File: config.mk
export PLATFORM = sky130hd
export DESIGN_NAME = excSubsystem
export DESIGN_NICKNAME = d
export VERILOG_FILES = /design/src/common/excPkg.sv /design/src/cp0/cp0.sv /design/src/hdl/timer.sv /design/src/hdl/sysBridge.sv /design/src/hdl/excSubsystem.sv
export SDC_FILE = /design/constraint.sdc
export NUM_CORES = 1
export LEC_CHECK = 0
export ABC_CLOCK_PERIOD_IN_PS = 8000
export BUFFER_PORTS_ARGS = -buffer_cell sky130_fd_sc_hd__buf_2
export CORE_MARGIN = 2
export CORE_UTILIZATION = 35
export DETAILED_ROUTE_END_ITERATION = 8
export PLACE_DENSITY = 0.64
export SLEW_MARGIN = 15
export SYNTH_ARGS = -nofsm -noshare
export SYNTH_HDL_FRONTEND = slang
export SYNTH_SLANG_ARGS = --single-unit
File: constraint.sdc
create_clock -name clk -period 8 [get_ports clk]
set_clock_uncertainty 0.1 [all_clocks]
set_input_delay 1.2 -clock clk [delete_from_list [all_inputs] [get_ports clk]]
set_output_delay 1.2 -clock clk [all_outputs]
set_load 0.02 [all_outputs]
File: src/common/excPkg.sv
package excPkg;

    ////////////////////
    // Global sizes and addresses
    ////////////////////

    // Hardware interrupt lines into CP0
    localparam int NUM_HW_INT = 6;

    // Timer windows on the system bus, 16 bytes each
    localparam logic [31:0] TIMER0_BASE = 32'h0000_7F00;
    localparam logic [31:0] TIMER1_BASE = 32'h0000_7F10;

    ////////////////////
    // Coprocessor 0
    ////////////////////

    // CP0 register numbers used by mtc0 / mfc0
    typedef enum logic [4:0] {
        CP0_SR    = 5'd12,
        CP0_CAUSE = 5'd13,
        CP0_EPC   = 5'd14
    } cp0RegT;

    // Exception codes as stored in Cause.ExcCode
    // EXC_INT doubles as "nothing reported"
    typedef enum logic [4:0] {
        EXC_INT  = 5'd0,
        EXC_ADEL = 5'd4,
        EXC_ADES = 5'd5,
        EXC_RI   = 5'd10,
        EXC_OV   = 5'd12
    } excCodeT;

    // One coprocessor move from the pipeline
    typedef struct packed {
        logic        en;
        cp0RegT      addr;
        logic [31:0] wdata;
    } cp0MoveT;

    // Exception report from the pipeline
    typedef struct packed {
        logic [31:0] vpc;
        logic        bd;
        excCodeT     code;
    } excInfoT;

    ////////////////////
    // System bus and timers
    ////////////////////

    // Single-cycle bus access, no handshake
    typedef struct packed {
        logic        valid;
        logic        we;
        logic [31:0] addr;
        logic [31:0] wdata;
    } busReqT;

    // Word index inside a timer window (byte offsets 0, 4, 8)
    typedef enum logic [1:0] {
        TREG_CTRL   = 2'd0,
        TREG_PRESET = 2'd1,
        TREG_COUNT  = 2'd2
    } timerRegT;

    // Timer FSM
    typedef enum logic [1:0] {
        TS_IDLE,
        TS_LOAD,
        TS_COUNT,
        TS_IRQ
    } timerStateT;

endpackage

File: src/cp0/cp0.sv
`timescale 1ns/1ps

module cp0 (
    input  logic                          clk,
    input  logic                          reset,
    input  excPkg::cp0MoveT               move,
    input  excPkg::excInfoT               exc,
    input  logic                          eretClr,
    input  logic [excPkg::NUM_HW_INT-1:0] hwInt,
    output logic [31:0]                   cp0Rdata,
    output logic [31:0]                   epc,
    output logic                          excReq
);

    ////////////////////
    // Register field positions
    ////////////////////

    // SR fields
    localparam int IE_BIT  = 0;
    localparam int EXL_BIT = 1;
    localparam int IM_LSB  = 10;

    // Cause fields
    localparam int CODE_LSB = 2;
    localparam int CODE_W   = 5;
    localparam int IP_LSB   = 10;
    localparam int BD_BIT   = 31;

    // Architectural registers
    logic [31:0] sr;
    logic [31:0] cause;
    logic [31:0] epcReg;

    // Decoded SR fields
    logic                          exl;
    logic                          ie;
    logic [excPkg::NUM_HW_INT-1:0] im;

    // Request terms
    logic        excPending;
    logic        intReq;
    logic [31:0] victimPc;

    assign exl = sr[EXL_BIT];
    assign ie  = sr[IE_BIT];
    assign im  = sr[IM_LSB +: excPkg::NUM_HW_INT];

    ////////////////////
    // Request decision
    ////////////////////

    // Pipeline reported a real exception
    assign excPending = (exc.code != excPkg::EXC_INT);

    // Enabled hardware interrupt, masked by IM and IE
    assign intReq = !exl && ie && (|(hwInt & im));

    // Nothing is taken while already in exception level
    assign excReq = (!exl && excPending) || intReq;

    // Delay-slot victim restarts at the branch
    assign victimPc = exc.bd ? (exc.vpc - 32'd4) : exc.vpc;

    ////////////////////
    // Register updates
    ////////////////////

    always_ff @(posedge clk) begin
        if (reset) begin
            sr     <= 32'd0;
            cause  <= 32'd0;
            epcReg <= 32'd0;
        end else begin
            // Pending lines mirrored every cycle
            cause[IP_LSB +: excPkg::NUM_HW_INT] <= hwInt;

            // Return from exception
            if (eretClr) begin
                sr[EXL_BIT] <= 1'b0;
            end

            if (excReq) begin
                // Entry into the handler
                epcReg          <= victimPc;
                cause[BD_BIT]   <= exc.bd;
                // Interrupt has priority over a same-cycle exception
                cause[CODE_LSB +: CODE_W] <= intReq ? excPkg::EXC_INT : exc.code;
                sr[EXL_BIT]     <= 1'b1;
            end else if (move.en) begin
                // mtc0, only SR and EPC writable
                case (move.addr)
                    excPkg::CP0_SR: begin
                        sr <= move.wdata;
                    end
                    excPkg::CP0_EPC: begin
                        epcReg <= move.wdata;
                    end
                    default: begin
                    end
                endcase
            end
        end
    end

    ////////////////////
    // Move-from path
    ////////////////////

    // Same-cycle write data forwarded to the reader
    always_comb begin
        case (move.addr)
            excPkg::CP0_SR:    cp0Rdata = move.en ? move.wdata : sr;
            excPkg::CP0_CAUSE: cp0Rdata = move.en ? move.wdata : cause;
            excPkg::CP0_EPC:   cp0Rdata = move.en ? move.wdata : epcReg;
            default:           cp0Rdata = 32'd0;
        endcase
    end

    // Return address for eret
    assign epc = epcReg;

endmodule

File: src/hdl/timer.sv
`timescale 1ns/1ps

module timer #(
    parameter logic [31:0] BASE = excPkg::TIMER0_BASE
) (
    input  logic             clk,
    input  logic             reset,
    input  logic             we,
    input  excPkg::timerRegT regSel,
    input  logic [31:0]      wdata,
    output logic [31:0]      rdata,
    output logic             irq
);

    ////////////////////
    // CTRL layout
    ////////////////////

    localparam int         EN_BIT      = 0;
    localparam int         MODE_LSB    = 1;
    localparam int         IM_BIT      = 3;
    localparam logic [1:0] MODE_RELOAD = 2'd1;

    // Timer registers
    logic [3:0]  ctrl;
    logic [31:0] preset;
    logic [31:0] count;

    excPkg::timerStateT state;

    // Mode 1 reloads, anything else is one-shot
    logic autoReload;

    assign autoReload = (ctrl[MODE_LSB +: 2] == MODE_RELOAD);

    ////////////////////
    // Counter FSM and register writes
    ////////////////////

    always_ff @(posedge clk) begin
        if (reset) begin
            ctrl   <= 4'd0;
            preset <= 32'd0;
            count  <= 32'd0;
            irq    <= 1'b0;
            state  <= excPkg::TS_IDLE;
        end else begin
            case (state)
                excPkg::TS_IDLE: begin
                    // Start once enabled
                    if (ctrl[EN_BIT]) begin
                        state <= excPkg::TS_COUNT;
                    end
                end
                excPkg::TS_LOAD: begin
                    // Copy new preset into the counter
                    count <= preset;
                    state <= ctrl[EN_BIT] ? excPkg::TS_COUNT : excPkg::TS_IDLE;
                end
                excPkg::TS_COUNT: begin
                    if (!ctrl[EN_BIT]) begin
                        state <= excPkg::TS_IDLE;
                    end else if (count != 32'd0) begin
                        count <= count - 32'd1;
                    end else begin
                        // Expired, fire if unmasked
                        irq   <= ctrl[IM_BIT];
                        state <= excPkg::TS_IRQ;
                        if (autoReload) begin
                            count <= preset;
                        end else begin
                            ctrl[EN_BIT] <= 1'b0;
                        end
                    end
                end
                excPkg::TS_IRQ: begin
                    // Auto-reload drops irq after one cycle
                    if (autoReload) begin
                        irq   <= 1'b0;
                        state <= excPkg::TS_COUNT;
                    end
                    // One-shot parks here until CTRL is written
                end
                default: begin
                    state <= excPkg::TS_IDLE;
                end
            endcase

            // Bus writes override the FSM
            if (we) begin
                case (regSel)
                    excPkg::TREG_CTRL: begin
                        // Acknowledge and restart from idle
                        ctrl  <= wdata[3:0];
                        irq   <= 1'b0;
                        state <= excPkg::TS_IDLE;
                    end
                    excPkg::TREG_PRESET: begin
                        preset <= wdata;
                        state  <= excPkg::TS_LOAD;
                    end
                    default: begin
                        // COUNT is read-only
                    end
                endcase
            end
        end
    end

    ////////////////////
    // Read path
    ////////////////////

    // Spare slot at offset 12 returns the base as an ID
    always_comb begin
        case (regSel)
            excPkg::TREG_CTRL:   rdata = {28'd0, ctrl};
            excPkg::TREG_PRESET: rdata = preset;
            excPkg::TREG_COUNT:  rdata = count;
            default:             rdata = BASE;
        endcase
    end

endmodule

File: src/hdl/sysBridge.sv
`timescale 1ns/1ps

module sysBridge #(
    parameter logic [31:0] T0_BASE = excPkg::TIMER0_BASE,
    parameter logic [31:0] T1_BASE = excPkg::TIMER1_BASE
) (
    input  excPkg::busReqT   bus,
    input  logic [31:0]      t0Rdata,
    input  logic [31:0]      t1Rdata,
    output logic             t0We,
    output logic             t1We,
    output excPkg::timerRegT regSel,
    output logic [31:0]      wdata,
    output logic [31:0]      busRdata
);

    ////////////////////
    // Address decode
    ////////////////////

    // Each timer owns a 16-byte window
    localparam int WIN_LSB = 4;

    logic hit0;
    logic hit1;
    logic wrAccess;

    // Compare upper bits only
    assign hit0 = bus.valid && (bus.addr[31:WIN_LSB] == T0_BASE[31:WIN_LSB]);
    assign hit1 = bus.valid && (bus.addr[31:WIN_LSB] == T1_BASE[31:WIN_LSB]);

    assign wrAccess = bus.valid && bus.we;

    ////////////////////
    // Write steering
    ////////////////////

    // One strobe at most, misses write nothing
    assign t0We = wrAccess && hit0;
    assign t1We = wrAccess && hit1;

    // Word index inside the window, byte lanes ignored
    assign regSel = excPkg::timerRegT'(bus.addr[3:2]);

    // Shared write data to both timers
    assign wdata = bus.wdata;

    ////////////////////
    // Read mux
    ////////////////////

    // Unmapped or idle bus reads zero
    always_comb begin
        if (hit0) begin
            busRdata = t0Rdata;
        end else if (hit1) begin
            busRdata = t1Rdata;
        end else begin
            busRdata = 32'd0;
        end
    end

endmodule

File: src/hdl/excSubsystem.sv
`timescale 1ns/1ps

module excSubsystem #(
    parameter logic [31:0] T0_BASE = excPkg::TIMER0_BASE,
    parameter logic [31:0] T1_BASE = excPkg::TIMER1_BASE
) (
    input  logic            clk,
    input  logic            reset,
    input  excPkg::cp0MoveT move,
    input  excPkg::excInfoT exc,
    input  logic            eretClr,
    input  excPkg::busReqT  bus,
    input  logic [3:0]      extInt,
    output logic [31:0]     cp0Rdata,
    output logic [31:0]     epc,
    output logic            excReq,
    output logic [31:0]     busRdata
);

    // Bridge to timer wiring
    logic             t0We;
    logic             t1We;
    excPkg::timerRegT regSel;
    logic [31:0]      timerWdata;
    logic [31:0]      t0Rdata;
    logic [31:0]      t1Rdata;

    // Interrupt sources
    logic                          t0Irq;
    logic                          t1Irq;
    logic [excPkg::NUM_HW_INT-1:0] hwInt;

    // Timers on lines 0 and 1, pins on lines 2 to 5
    assign hwInt = {extInt, t1Irq, t0Irq};

    ////////////////////
    // Coprocessor 0
    ////////////////////

    cp0 cp0Unit (
        .clk      (clk),
        .reset    (reset),
        .move     (move),
        .exc      (exc),
        .eretClr  (eretClr),
        .hwInt    (hwInt),
        .cp0Rdata (cp0Rdata),
        .epc      (epc),
        .excReq   (excReq)
    );

    ////////////////////
    // System bus
    ////////////////////

    sysBridge #(
        .T0_BASE (T0_BASE),
        .T1_BASE (T1_BASE)
    ) bridge (
        .bus      (bus),
        .t0Rdata  (t0Rdata),
        .t1Rdata  (t1Rdata),
        .t0We     (t0We),
        .t1We     (t1We),
        .regSel   (regSel),
        .wdata    (timerWdata),
        .busRdata (busRdata)
    );

    // Timer 0 drives hwInt[0]
    timer #(
        .BASE (T0_BASE)
    ) timer0 (
        .clk    (clk),
        .reset  (reset),
        .we     (t0We),
        .regSel (regSel),
        .wdata  (timerWdata),
        .rdata  (t0Rdata),
        .irq    (t0Irq)
    );

    // Timer 1 drives hwInt[1]
    timer #(
        .BASE (T1_BASE)
    ) timer1 (
        .clk    (clk),
        .reset  (reset),
        .we     (t1We),
        .regSel (regSel),
        .wdata  (timerWdata),
        .rdata  (t1Rdata),
        .irq    (t1Irq)
    );

endmodule

# [After elaboration in Yosys (flattened, before gate mapping)]
# Index checks and enable logic that the tools add are counted.
[op_classes] bitwise_logic=2 n_addsub=3 muxes=65 eq_ne=19 reduce_logical=29
[ops] cell="$mux W32" count=15
[ops] cell="$pmux W32 S3" count=3
[ops] cell="$pmux W32 S2" count=2
[ops] cell="$reduce_bool A32 Y1" count=2
[ops] cell="$sub A32 B1 Y32 const B" count=2
[ops] cell="$eq A28 B11 Y1 const B" count=2
[ops] cell="$sub A32 B3 Y32 const B" count=1
[ops] cell="$mux W2" count=14
[ops] cell="$mux W1" count=24
[ops] cell="$pmux W2 S4" count=2
[ops] cell="$eq A5 B4 Y1 const B" count=3
[ops] cell="$eq A2 B1 Y1 const B" count=5
[ops] cell="$eq A2 B2 Y1 const B" count=5
[ops] cell="$reduce_and A2 Y1" count=5
[ops] cell="$reduce_and A3 Y1" count=3
[ops] cell="$logic_and A1 B1 Y1" count=8
[ops] cell="$pmux W2 S2" count=2
[ops] cell="$reduce_bool A2 Y1" count=4
[ops] cell="$and A6 B6 Y6" count=1
[ops] cell="$logic_not A2 Y1" count=3
[ops] cell="$ne A3 B1 Y1 const B" count=2
[ops] cell="$reduce_or A6 Y1" count=1
[ops] cell="$mux W5" count=1
[ops] cell="$reduce_bool A5 Y1" count=1
[ops] cell="other kinds (5)" count=7
[totals] regBits=218 word_cells=135 inputBits=149 out_inout_bits=97

# [Logic depth before layout (Yosys ltp)]
[logic_depth] word_depth=7 mapped_depth=12 depth_no_buf=8

# [Cells and area by module]
# Synthesis repeated with hierarchy kept, for this count alone.
[hier_totals] cells_unflattened=1780 area_unflattened_um2=13787.0
[by_module_without_submodules] mod="cp0" area_each_um2=4783.3 seq_area_each_um2=1521.5 instances=1 cells_each=602
[by_module_without_submodules] mod="timer (timer1)" area_each_um2=3905.0 seq_area_each_um2=1421.4 instances=1 cells_each=527
[by_module_without_submodules] mod="timer (timer0)" area_each_um2=3885.0 seq_area_each_um2=1421.4 instances=1 cells_each=526
[by_module_without_submodules] mod="sysBridge" area_each_um2=1213.7 seq_area_each_um2=0.0 instances=1 cells_each=125

# [Worst setup path before layout]
# OpenSTA, ideal clock, no wires.
[synth_path] kind="input-to-output" startpoint="input move[33] (netlist bit)" endpoint="output cp0Rdata[18]" arrival_time_ps=3123 slack_ps=3577 t_required_ps=6700 path_stages=6 n_path_buf=3 path_cell_list="clkbuf_1 -> nor3b_1 -> clkbuf_1 -> clkbuf_1 -> a22oi_1 -> o21ai_0"
[synth_between] elab_chain_len=2 elab_cells_between_ends=4 cone_classes="eq/ne (3); mux (1)"
[synth_lines] item="start, declared" line="excSubsystem.sv:9" source="input excPkg::cp0MoveT move,"
[synth_lines] item="$eq A5 B4 Y1" line="cp0.sv:112" source="case (move.addr)"
[synth_lines] item="$pmux W32 S3 *" line="cp0.sv:112"
[synth_lines] item="end, declared" line="excSubsystem.sv:14" source="output logic [31:0] cp0Rdata,"
# Every way passes the cells marked *; elsewhere a longest branch is shown, timed or not.

# [Final worst setup path]
[layout_path] startpoint="input bus[47] (netlist bit)" endpoint="output busRdata[5]"
[layout_between] elab_chain_len=4 elab_cells_between_ends=6 cone_classes="eq/ne (2); mux (2); reduce/logical (2)"
[layout_lines] item="start, declared" line="excSubsystem.sv:12" source="input excPkg::busReqT bus,"
[layout_lines] item="$eq A28 B11 Y1" line="sysBridge.sv:30" source="assign hit1 = bus.valid && (bus.addr[31:WIN_LSB] == T1_BASE[31:WIN_LSB]);"
[layout_lines] item="$logic_and A1 B1 Y1" line="sysBridge.sv:30"
[layout_lines] item="$mux W32" line="sysBridge.sv:56" source="end else if (hit1) begin"
[layout_lines] item="$mux W32 *" line="sysBridge.sv:54" source="if (hit0) begin"
[layout_lines] item="end, declared" line="excSubsystem.sv:17" source="output logic [31:0] busRdata"
# Marked as above.

==> flow_summary.yaml <==
floorplan:
  initial_core_util_pct: 35.5
  io-pin-count: 246
  dieWidth_um: 191
  core_sq_um: 34500
  fp.dieArea_sq_um: 36500
  die_y_um: 191
  rows: 68
timing:
  tightest_slew_ns: 1.13
  hold_violations: 0
  fmax_ghz: 0.207
  maxSlewViolCount: 0
  finalCriticalPeriod_ns: 4.82
  hold-worst-slack_ns: 0.354
  fin_tns_setup_ns: 0
  setup_viol: 0
  fin_crit_sh_pct: 60.3
  slew_headroom_pct: 24.6
  rsz0062_at_grt: "false"
drt:
  wirelength_um: 44000
  vias: 13500
  avgRoutedWirePerCell_um: 19.2
  drt_iter0_drc: 1444
  ant_nets: 0
  avgViaCountPerCell: 5.88
  drt_pass1_iterations: 6
  drc: 0
finish:
  final_common_cell: "nand2_1"
  regArea_sq_um: 4360
  syn_to_final_growth_pct: 18.5
  fillers: 3630
  multi_input_area_sq_um: 7200
  drive_gt1_share_pct: 18.3
  nets: 1975
  instances_no_fill: 2295
  final_area_sq_um: 14500
  layout_common_cells: "nand2_1 (302), buf_2 (242), dfxtp_1 (218)"
clock_network:
  clkLatencyLatePin_ns: 0.53
  root_buffer: "clkbuf_16"
  clkTransAtPathRegs_ns: 0.06
  cts.path.max_buffers: 3
  h-tree-depth: 1
  cts.sinks: 218
  cts_tree: "built"
  ctsHoldBuffers: 0
  cts-resized-gates: 0
  cts_made_buffers: 26
  post_cts_buffers: 0
synth:
  synth_cell_type_count: 67
  synth_top_cell_by_area: "dfxtp_1"
  synth_async_sr_flop_share_pct: 0
  synth_top_area_share_pct: 35.6
  synth_seq_cells: 218
  synth_area_sq_um: 12300
  postSynthAreaPerCell_sq_um: 7.32
  syn_inst: 1674
  synthFlopType: "dfxtp_1"
  synth_area_leaders: "dfxtp_1 (36%), nand2_1 (9.2%), a21oi_1 (7.9%)"
  yosys_warnings: 0
  syn-num-nets: 1834
  synth_seq_area_share_pct: 35.6
  synth_edf_count: 0
setup_path:
  arrival_ns: 3.52
  worst_path_most_repeated_cell: "buf_2"
  path_cells: "buf_2 -> nor4bb_1 -> nand4_1 -> or3_1 -> o22ai_1 -> buf_2"
  crit_family: "simple AND/OR/NAND/NOR gates"
  cp-end-kind: "output pin"
  path_buf_inv: 2
  cp_data_required_time_ns: 6.70
  critPathSlowestCell: "or3_1"
  worst-setup-path-type: "in2out"
  cpPeakStageDelay_ns: 0.88
  start_kind: "input pin"
  crit_fanout: 26
global_route:
  gr-usage-all-layers_pct: 22.7
  antenna_found_initial: 5
  grt_max_degree: 115
  grt_pass1_wl_um: 67100
  grt_pass1_vias: 12100
  overflow: 0
placement:
  dp_hpwl_um: 29700
  numPortBuffers: 243
  gp_congestion: 0.903
  placed_area_sq_um: 13600
  place_inst: 2241
power:
  p_leak_nw: 5.18
  ir_worst_vdd_uv: 139
  cellPowerDensity_nw_per_um2: 236
status:
  status: "completed"
worst_hold_path:
  worst_hold_path_type: "reg2reg"
run:
  max_cap_viol_count: 0
-- tightest hold or removal path: cells and delay by family, from the launching register on --
| family | cells | cell delay, ns |
|---|---|---|
| DFF | 1 | 0.31 |
| and+or+nand+nor | 1 | 0.05 |
| AOI/OAI and AO/OA | 1 | 0.05 |
-- cell usage after synthesis (28+ instances only) --
cell type / n
nor2_1: 98
nor3_1: 59
o22ai_1: 28
nand3_1: 62
inv_1: 35
o21ai_0: 106
a211oi_1: 38
a21oi_1: 193
dfxtp_1: 218
nand2_1: 302
a22oi_1: 80
clkbuf_1: 128
-- layout make-up --
cell class / instances / share of cell area [%]
multi-input combinational: 1269 / 49.5
clock inverter: 12 / 0.637
sequential: 218 / 30.0
clock buffer: 36 / 5.30
inverter: 36 / 0.930
antenna: 5 / 0.0861
timing repair buffer: 264 / 9.54
tap: 455 / 3.92
-- state kept, by name, summed over array words and instances (netlist names) --
name and flops:
cp0Unit.cause 12, cp0Unit.epc 32, cp0Unit.sr 32, timer0.count 32, timer0.ctrl 4, timer0.irq 1, timer0.preset 32, timer0.state 2
timer1.count 32, timer1.ctrl 4, timer1.irq 1, timer1.preset 32, timer1.state 2
-- where the power goes --
part           switching, mW  total, mW  internal (mW)
Combinational          0.722       1.03          0.313
Sequential            0.0609       1.20           1.14
Clock                  0.492       1.19          0.703
Total                   1.27       3.43           2.15
-- path summary, 6_finish.rpt --
check / depth (start not counted) / to / from / slack, ns
worst max-delay path: 6 / busRdata[5] / bus[47] / 3.18
worst min-delay path: 2 / cp0Unit.sr[28] / cp0Unit.sr[28] / 0.35
worst max register to register: 8 / timer1.count[16] / timer1.count[0] / 3.69
worst min register to register: 2 / cp0Unit.sr[28] / cp0Unit.sr[28] / 0.35
-- metrics by stage --
step	setup slack, ns	power, mW	util (%)
3_3_place_gp	3.22	2.22	39.5
6_report	3.18	3.43	42.1
2_1_floorplan	3.58	1.94	-
5_1_grt	3.06	3.59	42.1
4_1_cts	3.21	3.42	42.0
3_5_place_dp	3.22	2.23	39.5
-- metal layers --
metal / wire length, um / global-route usage (%) / share of wire (%)
met1: 19000 / 31.6 / 43
met2: 19800 / 35.2 / 45
met3: 3490 / 3.23 / 7.9
met4: 1740 / 9.29 / 4.0
met5: 0 / 0 / 0
-- cells by family after synthesis --
| group | synth area share (%) |
|---|---|
| DFF | 35.6 |
| adders and majority gates | 1.12 |
| muxes | 1.23 |
| xor gates and xnor gates | 1.93 |
| buffers and inverters | 6.12 |
| and+or+nand+nor | 24.4 |
| AOI/OAI and AO/OA | 29.6 |
No activity file was read; power rests on OpenSTA's default activity.
